===== config.mk =====
export PLATFORM = sky130hd
export DESIGN_NAME = rtttl_player
export DESIGN_NICKNAME = d
export VERILOG_FILES = /design/src/logic/rtttl_pkg.sv /design/src/logic/song_pkg.sv /design/src/logic/demo_decode.sv /design/src/logic/note_sequencer.sv /design/src/logic/rtttl_player.sv /design/src/logic/song_rom.sv
export SDC_FILE = /design/constraint.sdc
export NUM_CORES = 1
export LEC_CHECK = 0
export ABC_AREA = 1
export BUFFER_PORTS_ARGS = -buffer_cell sky130_fd_sc_hd__buf_4
export CAP_MARGIN = 20
export CORE_MARGIN = 2
export CORE_UTILIZATION = 55
export CTS_CLUSTER_DIAMETER = 80
export DETAILED_ROUTE_END_ITERATION = 16
export GPL_ROUTABILITY_DRIVEN = 1
export PLACE_DENSITY_LB_ADDON = 0.12
export SETUP_SLACK_MARGIN = 0.4
export SYNTH_ARGS = -nofsm -noshare
export SYNTH_HDL_FRONTEND = slang
export SYNTH_SLANG_ARGS = --single-unit

===== constraint.sdc =====
create_clock -name clk -period 3 [get_ports clk]
set_input_delay 0.75 -clock clk [delete_from_list [all_inputs] [get_ports clk]]
set_output_delay 0.75 -clock clk [all_outputs]
set_load 0.05 [all_outputs]

===== src/logic/rtttl_pkg.sv =====
package rtttl_pkg;

  // 1/64 note at the real clock rate
  localparam int tick_max_default = 23810;

  localparam int tick_w = 16;
  localparam int dur_w = 6;
  localparam int addr_w = 8;

  // demo select code from the pins
  typedef enum logic [1:0] {
    DEMO_NONE = 2'b00,
    DEMO_A    = 2'b01,
    DEMO_B    = 2'b10,
    DEMO_BAD  = 2'b11
  } demo_e;

  typedef enum logic {
    SEQ_IDLE = 1'b0,
    SEQ_PLAY = 1'b1
  } seq_state_e;

endpackage


===== src/logic/song_pkg.sv =====
package song_pkg;

  typedef enum logic {
    SONG_A = 1'b0,
    SONG_B = 1'b1
  } song_e;

  // number of table entries per song
  localparam int song_a_len = 67;
  localparam int song_b_len = 62;

  localparam int oct_w = 4;
  localparam int note_w = 4;

  // note value before anything has played
  localparam logic [note_w-1:0] note_reset = 4'd15;

endpackage


===== src/logic/demo_decode.sv =====
module demo_decode (
  input  logic             clk,
  input  logic             rstn,
  input  logic             start,
  input  rtttl_pkg::demo_e demo,
  output logic             play,
  output logic             restart,
  output song_pkg::song_e  song
);
  import rtttl_pkg::*;
  import song_pkg::*;

  logic  valid;
  song_e req_song;

  // only the two song codes start playback
  assign valid = start && ((demo == DEMO_A) || (demo == DEMO_B));
  assign req_song = (demo == DEMO_B) ? SONG_B : SONG_A;

  assign play = valid;
  // same song again keeps its position
  assign restart = valid && (req_song != song);

  always_ff @(posedge clk) begin
    if (!rstn) begin
      song <= SONG_A;
    end else if (valid) begin
      song <= req_song;
    end
  end

endmodule


===== src/logic/note_sequencer.sv =====
module note_sequencer #(
  parameter int TICK_MAX = rtttl_pkg::tick_max_default
) (
  input  logic                          clk,
  input  logic                          rstn,
  input  logic                          play,
  input  logic                          restart,
  input  logic [song_pkg::oct_w-1:0]    rom_octave,
  input  logic [song_pkg::note_w-1:0]   rom_note,
  input  logic [rtttl_pkg::dur_w-1:0]   rom_dur,
  input  logic                          rom_end,
  output logic [rtttl_pkg::addr_w-1:0]  address,
  output logic [song_pkg::oct_w-1:0]    octave,
  output logic [song_pkg::note_w-1:0]   note
);
  import rtttl_pkg::*;
  import song_pkg::*;

  logic [tick_w-1:0] tick_cnt;
  logic              tick;
  seq_state_e        state;
  logic [dur_w-1:0]  remaining;

  // free running from reset and wrapping every TICK_MAX+1 cycles
  assign tick = (tick_cnt == tick_w'(TICK_MAX));

  always_ff @(posedge clk) begin
    if (!rstn) begin
      tick_cnt <= '0;
    end else if (tick) begin
      tick_cnt <= '0;
    end else begin
      tick_cnt <= tick_cnt + 1'b1;
    end
  end

  always_ff @(posedge clk) begin
    if (!rstn) begin
      state     <= SEQ_IDLE;
      address   <= '0;
      remaining <= '0;
      octave    <= '0;
      note      <= note_reset;
    end else if (restart) begin
      // entry 0 of the new song loads on the next tick
      state     <= SEQ_PLAY;
      address   <= '0;
      remaining <= '0;
    end else begin
      if (tick && (state == SEQ_PLAY)) begin
        if (remaining != '0) begin
          remaining <= remaining - 1'b1;
        end else if (rom_end) begin
          state     <= SEQ_IDLE;
          address   <= '0;
          remaining <= '0;
          octave    <= '0;
          note      <= '0;
        end else begin
          remaining <= rom_dur;
          octave    <= rom_octave;
          note      <= rom_note;
          address   <= address + 1'b1;
        end
      end
      // a start landing on the final tick still wins
      if (play) begin
        state <= SEQ_PLAY;
      end
    end
  end

endmodule


===== src/logic/rtttl_player.sv =====
module rtttl_player #(
  parameter int TICK_MAX = rtttl_pkg::tick_max_default
) (
  input  logic                         clk,
  input  logic                         rstn,
  input  logic                         start,
  input  rtttl_pkg::demo_e             demo,
  output logic [song_pkg::oct_w-1:0]   octave,
  output logic [song_pkg::note_w-1:0]  note
);
  import rtttl_pkg::*;
  import song_pkg::*;

  logic              play;
  logic              restart;
  song_e             song;
  logic [addr_w-1:0] address;
  logic [oct_w-1:0]  rom_octave;
  logic [note_w-1:0] rom_note;
  logic [dur_w-1:0]  rom_dur;
  logic              rom_end;

  demo_decode u_decode (
    .clk     (clk),
    .rstn    (rstn),
    .start   (start),
    .demo    (demo),
    .play    (play),
    .restart (restart),
    .song    (song)
  );

  note_sequencer #(
    .TICK_MAX (TICK_MAX)
  ) u_seq (
    .clk        (clk),
    .rstn       (rstn),
    .play       (play),
    .restart    (restart),
    .rom_octave (rom_octave),
    .rom_note   (rom_note),
    .rom_dur    (rom_dur),
    .rom_end    (rom_end),
    .address    (address),
    .octave     (octave),
    .note       (note)
  );

  song_rom u_rom (
    .song       (song),
    .address    (address),
    .rom_octave (rom_octave),
    .rom_note   (rom_note),
    .rom_dur    (rom_dur),
    .rom_end    (rom_end)
  );

endmodule


===== src/logic/song_rom.sv =====
module song_rom (
  input  song_pkg::song_e                song,
  input  logic [rtttl_pkg::addr_w-1:0]   address,
  output logic [song_pkg::oct_w-1:0]     rom_octave,
  output logic [song_pkg::note_w-1:0]    rom_note,
  output logic [rtttl_pkg::dur_w-1:0]    rom_dur,
  output logic                           rom_end
);
  import rtttl_pkg::*;
  import song_pkg::*;

  // entries packed as {octave, note, duration}
  logic [oct_w+note_w+dur_w-1:0] a_entry;
  logic [oct_w+note_w+dur_w-1:0] b_entry;

  // scale melody
  always_comb begin
    case (address)
      0:  a_entry = {4'd4, 4'd7, 6'd16};
      1:  a_entry = {4'd4, 4'd9, 6'd16};
      2:  a_entry = {4'd4, 4'd11, 6'd16};
      3:  a_entry = {4'd6, 4'd0, 6'd16};
      4:  a_entry = {4'd6, 4'd2, 6'd16};
      5:  a_entry = {4'd6, 4'd4, 6'd16};
      6:  a_entry = {4'd6, 4'd5, 6'd16};
      7:  a_entry = {4'd6, 4'd7, 6'd8};
      8:  a_entry = {4'd4, 4'd0, 6'd8};
      9:  a_entry = {4'd6, 4'd0, 6'd8};
      10: a_entry = {4'd4, 4'd4, 6'd8};
      11: a_entry = {4'd4, 4'd5, 6'd8};
      12: a_entry = {4'd7, 4'd0, 6'd8};
      13: a_entry = {4'd4, 4'd7, 6'd8};
      14: a_entry = {4'd6, 4'd9, 6'd8};
      15: a_entry = {4'd6, 4'd7, 6'd8};
      16: a_entry = {4'd4, 4'd0, 6'd8};
      17: a_entry = {4'd6, 4'd0, 6'd8};
      18: a_entry = {4'd4, 4'd4, 6'd8};
      19: a_entry = {4'd4, 4'd5, 6'd8};
      20: a_entry = {4'd6, 4'd7, 6'd8};
      21: a_entry = {4'd4, 4'd7, 6'd8};
      22: a_entry = {4'd6, 4'd5, 6'd8};
      23: a_entry = {4'd6, 4'd4, 6'd8};
      24: a_entry = {4'd6, 4'd4, 6'd8};
      25: a_entry = {4'd6, 4'd5, 6'd8};
      26: a_entry = {4'd6, 4'd7, 6'd8};
      27: a_entry = {4'd6, 4'd0, 6'd8};
      28: a_entry = {4'd4, 4'd5, 6'd8};
      29: a_entry = {4'd6, 4'd2, 6'd8};
      30: a_entry = {4'd4, 4'd7, 6'd8};
      31: a_entry = {4'd6, 4'd4, 6'd8};
      32: a_entry = {4'd4, 4'd0, 6'd8};
      33: a_entry = {4'd4, 4'd4, 6'd4};
      34: a_entry = {4'd4, 4'd5, 6'd16};
      35: a_entry = {4'd4, 4'd7, 6'd16};
      36: a_entry = {4'd4, 4'd9, 6'd16};
      37: a_entry = {4'd4, 4'd11, 6'd16};
      38: a_entry = {4'd6, 4'd0, 6'd16};
      39: a_entry = {4'd6, 4'd2, 6'd16};
      40: a_entry = {4'd6, 4'd4, 6'd16};
      41: a_entry = {4'd6, 4'd5, 6'd16};
      42: a_entry = {4'd6, 4'd7, 6'd8};
      43: a_entry = {4'd4, 4'd0, 6'd8};
      44: a_entry = {4'd6, 4'd0, 6'd8};
      45: a_entry = {4'd4, 4'd4, 6'd8};
      46: a_entry = {4'd4, 4'd5, 6'd8};
      47: a_entry = {4'd7, 4'd0, 6'd8};
      48: a_entry = {4'd4, 4'd7, 6'd8};
      49: a_entry = {4'd6, 4'd9, 6'd8};
      50: a_entry = {4'd6, 4'd7, 6'd8};
      51: a_entry = {4'd4, 4'd0, 6'd8};
      52: a_entry = {4'd6, 4'd0, 6'd8};
      53: a_entry = {4'd4, 4'd4, 6'd8};
      54: a_entry = {4'd4, 4'd5, 6'd8};
      55: a_entry = {4'd6, 4'd7, 6'd8};
      56: a_entry = {4'd4, 4'd7, 6'd8};
      57: a_entry = {4'd6, 4'd5, 6'd8};
      58: a_entry = {4'd6, 4'd4, 6'd8};
      59: a_entry = {4'd6, 4'd4, 6'd8};
      60: a_entry = {4'd6, 4'd5, 6'd8};
      61: a_entry = {4'd6, 4'd7, 6'd8};
      62: a_entry = {4'd6, 4'd0, 6'd8};
      63: a_entry = {4'd4, 4'd5, 6'd8};
      64: a_entry = {4'd6, 4'd2, 6'd8};
      65: a_entry = {4'd4, 4'd7, 6'd8};
      66: a_entry = {4'd6, 4'd0, 6'd4};
      default: a_entry = '0;
    endcase
  end

  // second melody with eighth-length entries only
  always_comb begin
    case (address)
      0:  b_entry = {4'd5, 4'd6, 6'd8};
      1:  b_entry = {4'd5, 4'd6, 6'd8};
      2:  b_entry = {4'd5, 4'd6, 6'd8};
      3:  b_entry = {4'd5, 4'd2, 6'd8};
      4:  b_entry = {4'd4, 4'd12, 6'd8};
      5:  b_entry = {4'd4, 4'd11, 6'd8};
      6:  b_entry = {4'd4, 4'd12, 6'd8};
      7:  b_entry = {4'd5, 4'd4, 6'd8};
      8:  b_entry = {4'd4, 4'd12, 6'd8};
      9:  b_entry = {4'd5, 4'd4, 6'd8};
      10: b_entry = {4'd4, 4'd12, 6'd8};
      11: b_entry = {4'd5, 4'd4, 6'd8};
      12: b_entry = {4'd5, 4'd8, 6'd8};
      13: b_entry = {4'd5, 4'd8, 6'd8};
      14: b_entry = {4'd5, 4'd9, 6'd8};
      15: b_entry = {4'd5, 4'd11, 6'd8};
      16: b_entry = {4'd5, 4'd9, 6'd8};
      17: b_entry = {4'd5, 4'd9, 6'd8};
      18: b_entry = {4'd5, 4'd9, 6'd8};
      19: b_entry = {4'd5, 4'd4, 6'd8};
      20: b_entry = {4'd4, 4'd12, 6'd8};
      21: b_entry = {4'd5, 4'd2, 6'd8};
      22: b_entry = {4'd4, 4'd12, 6'd8};
      23: b_entry = {4'd5, 4'd6, 6'd8};
      24: b_entry = {4'd4, 4'd12, 6'd8};
      25: b_entry = {4'd5, 4'd6, 6'd8};
      26: b_entry = {4'd4, 4'd12, 6'd8};
      27: b_entry = {4'd5, 4'd6, 6'd8};
      28: b_entry = {4'd5, 4'd4, 6'd8};
      29: b_entry = {4'd5, 4'd4, 6'd8};
      30: b_entry = {4'd5, 4'd6, 6'd8};
      31: b_entry = {4'd5, 4'd4, 6'd8};
      32: b_entry = {4'd5, 4'd6, 6'd8};
      33: b_entry = {4'd5, 4'd6, 6'd8};
      34: b_entry = {4'd5, 4'd6, 6'd8};
      35: b_entry = {4'd5, 4'd2, 6'd8};
      36: b_entry = {4'd4, 4'd12, 6'd8};
      37: b_entry = {4'd4, 4'd11, 6'd8};
      38: b_entry = {4'd4, 4'd12, 6'd8};
      39: b_entry = {4'd5, 4'd4, 6'd8};
      40: b_entry = {4'd4, 4'd12, 6'd8};
      41: b_entry = {4'd5, 4'd4, 6'd8};
      42: b_entry = {4'd4, 4'd12, 6'd8};
      43: b_entry = {4'd5, 4'd4, 6'd8};
      44: b_entry = {4'd5, 4'd8, 6'd8};
      45: b_entry = {4'd5, 4'd8, 6'd8};
      46: b_entry = {4'd5, 4'd9, 6'd8};
      47: b_entry = {4'd5, 4'd11, 6'd8};
      48: b_entry = {4'd5, 4'd9, 6'd8};
      49: b_entry = {4'd5, 4'd9, 6'd8};
      50: b_entry = {4'd5, 4'd9, 6'd8};
      51: b_entry = {4'd5, 4'd4, 6'd8};
      52: b_entry = {4'd4, 4'd12, 6'd8};
      53: b_entry = {4'd5, 4'd2, 6'd8};
      54: b_entry = {4'd4, 4'd12, 6'd8};
      55: b_entry = {4'd5, 4'd6, 6'd8};
      56: b_entry = {4'd4, 4'd12, 6'd8};
      57: b_entry = {4'd5, 4'd6, 6'd8};
      58: b_entry = {4'd4, 4'd12, 6'd8};
      59: b_entry = {4'd5, 4'd6, 6'd8};
      60: b_entry = {4'd5, 4'd4, 6'd8};
      61: b_entry = {4'd5, 4'd4, 6'd8};
      default: b_entry = '0;
    endcase
  end

  assign {rom_octave, rom_note, rom_dur} = (song == SONG_B) ? b_entry : a_entry;

  // past the last entry of the selected song
  assign rom_end = (song == SONG_B) ? (address >= addr_w'(song_b_len)) :
                                      (address >= addr_w'(song_a_len));

endmodule


==> results of run 1 <==
## cells in the final DEF, fill, tap and decap left out, types with 5 or more instances in the layout
master      n
a21oi_1    35
a31oi_1     6
buf_4      29
buf_6       6
clkbuf_8    5
dfxtp_1    50
ha_1       10
ha_4        5
inv_1      52
inv_2      17
nand2_1   130
nand2_2    18
nand2_4     5
nand3_1    54
nand3_2    11
nand3_4     6
nand4_1     5
nor2_1     35
nor2_2      6
nor3_1     12
o21ai_0    14
o21ai_1     6
xor2_1      9
## where the power goes
part / switching [mW] / leakage [nW] / total (mW) / internal (mW)
registers: 0.00954 / 0.447 / 0.744 / 0.734
logic: 0.0575 / 1.45 / 0.0875 / 0.0300
clock network: 0.249 / 0.0654 / 0.583 / 0.334
## cell families (layout without fill, tap and decap cells)
group | after synthesis | after routing | synth area share
AO/OA/AOI/OAI | 78 | 78 | 0.1206
XOR/XNOR | 9 | 9 | 0.02098
adder cells (fa/ha/maj) | 18 | 18 | 0.05994
buffers and inverters | 94 | 120 | 0.1186
flip-flops | 55 | 55 | 0.2930
other | 1 | 1 | 0.0009980
AND/OR/NAND/NOR | 302 | 302 | 0.3859
## cell type report
| class | instances | area (um^2) | share of cell area |
|---|---|---|---|
| sequential | 55 | 1110 | 0.2518 |
| multi-input combinational | 408 | 2460 | 0.5582 |
| clock inverter | 2 | 60.06 | 0.01363 |
| timing repair buffer | 35 | 285.3 | 0.06474 |
| inverter | 77 | 319.1 | 0.07240 |
| tap | 80 | 100.1 | 0.02271 |
| clock buffer | 6 | 72.57 | 0.01647 |
## synthesized netlist by cell type (5+ instances only)
cell type	n	share of area
a21oi_1	36	0.048
a31oi_1	6	0.010
buf_4	5	0.010
buf_6	7	0.021
dfxtp_1	55	0.29
ha_1	18	0.060
inv_1	62	0.062
inv_2	13	0.013
nand2_1	144	0.14
nand2_2	10	0.017
nand3_1	61	0.081
nand3_2	7	0.019
nand4_1	5	0.0083
nor2_1	40	0.040
nor3_1	12	0.016
o21ai_0	14	0.019
o21ai_1	7	0.0093
xor2_1	9	0.021
## worst min path at each step
stage                                            endpoint                       startpoint
after floorplan              u_seq.tick_cnt[0]$_SDFF_PP0_     u_seq.tick_cnt[0]$_SDFF_PP0_
after global placement       u_seq.tick_cnt[0]$_SDFF_PP0_     u_seq.tick_cnt[0]$_SDFF_PP0_
after detailed placement     u_seq.tick_cnt[0]$_SDFF_PP0_     u_seq.tick_cnt[0]$_SDFF_PP0_
after CTS                 u_seq.remaining[0]$_SDFFE_PP0N_  u_seq.remaining[0]$_SDFFE_PP0N_
after global routing         u_seq.tick_cnt[0]$_SDFF_PP0_     u_seq.tick_cnt[0]$_SDFF_PP0_
final                        u_seq.tick_cnt[0]$_SDFF_PP0_     u_seq.tick_cnt[0]$_SDFF_PP0_
## critical path, cell delays in order
cell and delay (ns):
buf_4 0.12, ha_4 0.15, xor2_1 0.14, nand2_1 0.17, nand2_4 0.11, inv_8 0.14, nand3_4 0.19, inv_6 0.13
ha_4 0.15, buf_4 0.10, nand3_2 0.12, nand3_2 0.10, nand2_1 0.05, nand2_1 0.06, nand2_1 0.06, o21ai_2 0.14
nand2_1 0.07
## per-layer routing
metal	part of all wire	up-vias	GRT usage
met5	0	-	0
met4	0.031	0	0.09659
met3	0.066	30	0.04286
met2	0.44	143	0.4105
met1	0.46	1695	0.3810
li1	-	1858	-
## metrics by stage
step / total power, mW / hold WS (ns) / setup slack, ns
after floorplan: 0.8210 / 0.4297 / 0.4012
after global placement: 0.8319 / 0.4417 / 0.07291
after detailed placement: 0.8329 / 0.4556 / 0.07080
after CTS: 1.415 / 0.4733 / 0.4136
after global routing: 1.462 / 0.4595 / 0.3329
final: 1.414 / 0.4414 / 0.4497
## timing repair
| item | 4_1_cts | 5_1_grt |
|---|---|---|
| pin swaps | 2 | 23 |
| hold buffers | 0 | 0 |
| gates resized for setup | 9 | 62 |
| buffers inserted | 4 | 12 |
| endpoints found under the setup margin | 5 | 14 |
==> metrics, run 1 <==
outcome finished, final reports clean; WHS Path Cells 1; share of cells above drive strength 1 0.2419; Final HPWL DP approximately 7.4 mm; Die X approximately 87 um; Fillers 602; fraction of registers with async set/reset 0; # H-tree levels 2; number of flops mapped to enable cells by yosys 0; number of CTS-inserted buffers 5; Synth Net Count just under 600; Setup crit start demo[1]; max-cap violation count 0; Die Y-Extent 86.66 um; Synth warnings 0; GPL Wtd Cong roughly 1; Cells after Synth 557; Worst Path Required 3.22 ns; largest net degree at the start of global routing 25; effective utilization at floorplan 0.5592; Cell Area, Placed a little under 4000 um^2; WL/cell 15.19 um; CP endpoint kind flop; clock tree buffer depth 2; PwrDens between 300 and 400 nW/um^2; maximum vdd drop 0.2376 mV; Max Freq between 0.3 and 0.4 GHz; CTS tree done; Ant. Diodes 0; DRT iter0 DRCs roughly 280; post-layout util 0.6559; post-synthesis sequential area ratio 0.2930; Hold Crit Class reg -> reg; Crit Path Category in -> reg; min cycle time layout between 2 and 3 ns; setup_tns 0 ns; Post-Place Cells between 600 and 700; DRC violations left 0; crit path DAT between 2 and 3 ns; initial antenna violation count 0; IO buf count 11; Synth-to-Final Area Change 17.28%; clock-pin slew on the worst setup and hold paths approximately 0.1 ns; Synth Cell Area 3757 um^2; R2R depth 19; RSZ-0062 raised after global routing true; GRT Overall Usage 0.2682; Final Slew Violations 0; static leakage ~2.0 nW; fin area between 4000 and 5000 um^2; CP max FO 11; vias in the first global route about 3200; vias 3726; I/O pin count 13; r2r startpoint u_seq.remaining[0]$_SDFFE_PP0N_; post-DR vias/cell approximately 5.6; r2r setup slk 0.45 ns; Seq cells post-synth 55; Yosys cell types between 40 and 50; dominant synthesized flop cell dfxtp_1; final setup fails 0; fin nets 605; first-pass GRT wire length approximately 16 mm; drt pass-1 iters 5; CP Launch Type primary input; worst skew pair latency a little over 0.3 ns; final hold vios 0; Core Region 6719 um^2; Post-Layout Cell Count roughly 660; Final period util 0.8501; row count 30; die area 7509 um^2; Syn Area/Cell 6.746 um^2; drt total wl about 10 mm; clk root buf clkbuf_8; CTS Sinks 55; antenna viol nets, final 0; grt ovf 0; skew final 0.008906 ns
(Power assumes the default switching activity.)
==> inputs of run 2 (changes only) <==
Settings changed: CORE_ASPECT_RATIO set to 1.5.
Clock period 3 ns to 2.1 ns, I/O delays scaled along.
==> run 2 against run 1 <==
  * The flow now stops in global routing
  * Area after synthesis unchanged
  * Synthesized cell count is the same
==> metrics, run 2 <==
outcome did not finish; Stopped at global routing; stop err [ERROR DPL-0038] Utilization greater than 100%, impossible to legalize; largest net degree at the start of global routing 18; Yosys cell types 46 (unchanged); number of CTS-inserted buffers 5 (unchanged); most common cell in the synthesized netlist nand2_1; hold_buf cts 0 (unchanged); Synth Net Count 580 (unchanged); Post-Place Cells 753 (+18%); I/O pin count 13 (unchanged); Post-synth top cells nand2_1 (144), inv_1 (62), nand3_1 (61); Syn Area/Cell 6.746 um^2 (unchanged); number of flops mapped to enable cells by yosys 0 (unchanged); area leader, netlist dfxtp_1; effective utilization at floorplan 0.5713 (+0.01213); # H-tree levels 2 (unchanged); Cells after Synth 557 (unchanged); clk root buf clkbuf_8; post-synthesis sequential area ratio 0.2930 (unchanged); Seq cells post-synth 55 (unchanged); Area contributors post-synth dfxtp_1 (29%), nand2_1 (14%), nand3_1 (8.1%); CTS Sinks 55 (unchanged); Die X 71.49 um (-18%); worst endpoint after global-route timing repair _1036_/D; Yosys top cell area share 0.2930 (unchanged); Final HPWL DP 9.944 mm (+35%); Synth Cell Area 3757 um^2 (unchanged); row count 36 (+20%); IO buf count 11 (unchanged); Die Y-Extent 105.2 um (+21%); dominant synthesized flop cell dfxtp_1; worst endpoint type sequential cell input; GPL Wtd Cong 1.001 (-0.39%); fraction of registers with async set/reset 0 (unchanged); Synth warnings 0 (unchanged); clock tree buffer depth 2 (unchanged)
[run 2: cell counts after synthesis]
No cell type changed its count.
[run 2: timing repair]
item | CTS
pin swaps | 46
gates resized for setup | 192
buffers inserted | 43
cloned | 3
endpoints found under the setup margin | 36
[run 2: logic make-up after synthesis]
kind of cell | synth area share
xor+xnor | 0.02098
buf+inv | 0.1186
simple gates | 0.3859
compound gates | 0.1206
fa+ha+maj | 0.05994
other cells | 0.0009980
flops | 0.2930
[run 2: stage by stage]
step                        util  TNS, ns  instance area (um^2)  worst slack (ns)
after detailed placement  0.7409   -4.845                  4872           -0.5104
after global placement    0.7409   -4.433                  4872           -0.4836
after CTS                 0.9311   -1.995                  6123           -0.2626
after floorplan                -   -1.494                  3895           -0.2560
==> inputs of run 3 (changes only) <==
Settings changed: CORE_ASPECT_RATIO 1.5 to not set, CORE_UTILIZATION 55 to 40, CTS_CLUSTER_DIAMETER 80 to not set, PLACE_DENSITY_LB_ADDON 0.12 to 0.15, SETUP_SLACK_MARGIN 0.4 to not set.
Clock period 2.1 ns to 2.7 ns, I/O delays scaled along.
==> run 3 against run 2 <==
  * The flow now finishes without violations
==> metrics, run 3 (synthesis results as in run 1) <==
outcome finished, final reports clean; antenna viol nets, final 0; metal2 WL 4.463 mm; Synth-to-Final Area Change 17.58%; Die Y-Extent 100.9 um (-4.1%); first-pass GRT wire length approximately 17 mm; area of the multi-input gates roughly 2300 um^2; # H-tree levels 2 (unchanged); effective utilization at floorplan 0.4086 (-0.1628); post-DR vias/cell a little over 5; min cycle time layout 2.531 ns; static leakage 2.064 nW; Crit Path Category reg -> reg; Largest stage delay, worst path ~0.32 ns; DR top layer met4; Final period util 0.9374; IO buf count 11 (unchanged); die area slightly above 10000 um^2; WL/cell between 10 and 15 um; vias approximately 3700; number of CTS-inserted buffers 5 (unchanged); Hold Startpoint u_seq.tick_cnt[0]$_SDFF_PP0_; Slew HR 0.5774; GPL Wtd Cong 1.010 (+0.87%); PwrDens ~320 nW/um^2; worst skew pair latency between 0.3 and 0.4 ns; Final HPWL DP 7.970 mm (-20%); row count 35 (-2.8%); Met1 Wirelength 4.901 mm; grt ovf 0; CTS tree done; skew final roughly 0.009 ns; clk root buf clkbuf_8; Worst Path Required around 2.9 ns; r2r startpoint u_seq.remaining[0]$_SDFFE_PP0N_; clock-pin slew on the worst setup and hold paths about 0.10 ns; DRT iter0 DRCs approximately 250; Die X 100.9 um (+41%); GRT Overall Usage 0.2084; vias in the first global route around 3600; CP max FO 6; most common cell after layout, fill and taps aside nand2_1; Core Region slightly above 9000 um^2; register area 1104 um^2; max-cap violation count 0; final hold vios 0; CTS Sinks 55 (unchanged); crit path DAT ~2.7 ns; Max Freq roughly 0.4 GHz; fin nets 628; setup_tns 0 ns; Fillers about 950; Ant. Diodes 0; drt total wl approximately 10 mm; DRC violations left 0; Setup crit start u_seq.remaining[0]$_SDFFE_PP0N_; I/O pin count 13 (unchanged); share of cells above drive strength 1 0.2228; maximum vdd drop about 0.18 mV; largest net degree at the start of global routing 18; CP endpoint kind flop; Post-Place Cells 700 (-7.0%); initial antenna violation count 0; CP Launch Type flop; critical-path cell list inv_1, ha_1, nand2_1, nor2_4, inv_2, nor2_8, nand3_2, nand2_2, nand2_4, buf_6, ha_2, nand3_2, nand2_1, nand2_1, nand2_1, nand2_1, nand2_1, o21ai_1, nand2_1; Post-Layout Cell Count around 720; RSZ-0062 raised after global routing false; Met3 Routed Length between 400 and 500 um; drt pass-1 iters 5; most common cell type on the critical path nand2_1; WHS Path Cells 1; Final Slew Violations 0; Slew @ Worst Pin about 0.63 ns; clock tree buffer depth 2 (unchanged); most frequent cells in the layout nand2_1 (138), inv_1 (58), nand3_1 (57); CP max stage cell dfxtp_1; Hold Crit Class reg -> reg; Hold Slack between 0.4 and 0.5 ns; R2R depth 19; final setup fails 0
[run 3: metrics by stage]
step / power [mW] / area, um^2 / utilization / worst slack [ns]
after CTS: 1.387 / 4232 / 0.4601 / 0.02146
after global placement: 0.9345 / 4143 / 0.4505 / -0.07316
after global routing: 1.446 / 4418 / 0.4804 / 0.001013
after floorplan: 0.9058 / 3787 / - / 0.006002
final: 1.395 / 4418 / 0.4804 / 0.1689
after detailed placement: 0.9348 / 4143 / 0.4505 / -0.06285
[run 3: final timing paths]
kind,slack [ns],to
max,0.17,flop
min,0.47,u_seq.tick_cnt[0]$_SDFF_PP0_
max reg2reg,0.17,flop
min reg2reg,0.47,u_seq.tick_cnt[0]$_SDFF_PP0_
[run 3: power by group]
group	internal (mW)	switching [mW]	total (mW)
Combinational	0.0415	0.0631	0.105
Sequential	0.817	0.00759	0.824
Clock	0.182	0.285	0.466
[run 3: routing by layer]
metal / vias to the layer above / GRT usage
li1: 1899 / -
met1: 1701 / 0.2877
met2: 90 / 0.3431
met3: 13 / 0.02774
met4: 0 / 0.05301
met5: - / 0
[run 3: area by class of cell]
| cell class | count | area share |
|---|---|---|
| clock buffers | 5 | 0.01558 |
| repair buffers | 58 | 0.1039 |
| clock inverters | 3 | 0.004531 |
| well taps | 111 | 0.03144 |
| inverters | 77 | 0.06769 |
| multi-input cells | 408 | 0.5270 |
| flip-flops and latches | 55 | 0.2498 |
[run 3: repair_timing]
| item | CTS | global route |
|---|---|---|
| endpoints found under the setup margin | 0 | 10 |
| gates resized for setup | 0 | 30 |
| setup buffers | 0 | 8 |
| hold endpoints to repair | 0 | 0 |
| hold buffers | 0 | 0 |
[run 3: critical path: cells and delay by family (launching register included)]
kind	cells	cell delay, ns
flops	1	0.32
compound gates	1	0.16
fa+ha+maj	2	0.38
simple gates	13	1.16
buf+inv	3	0.40
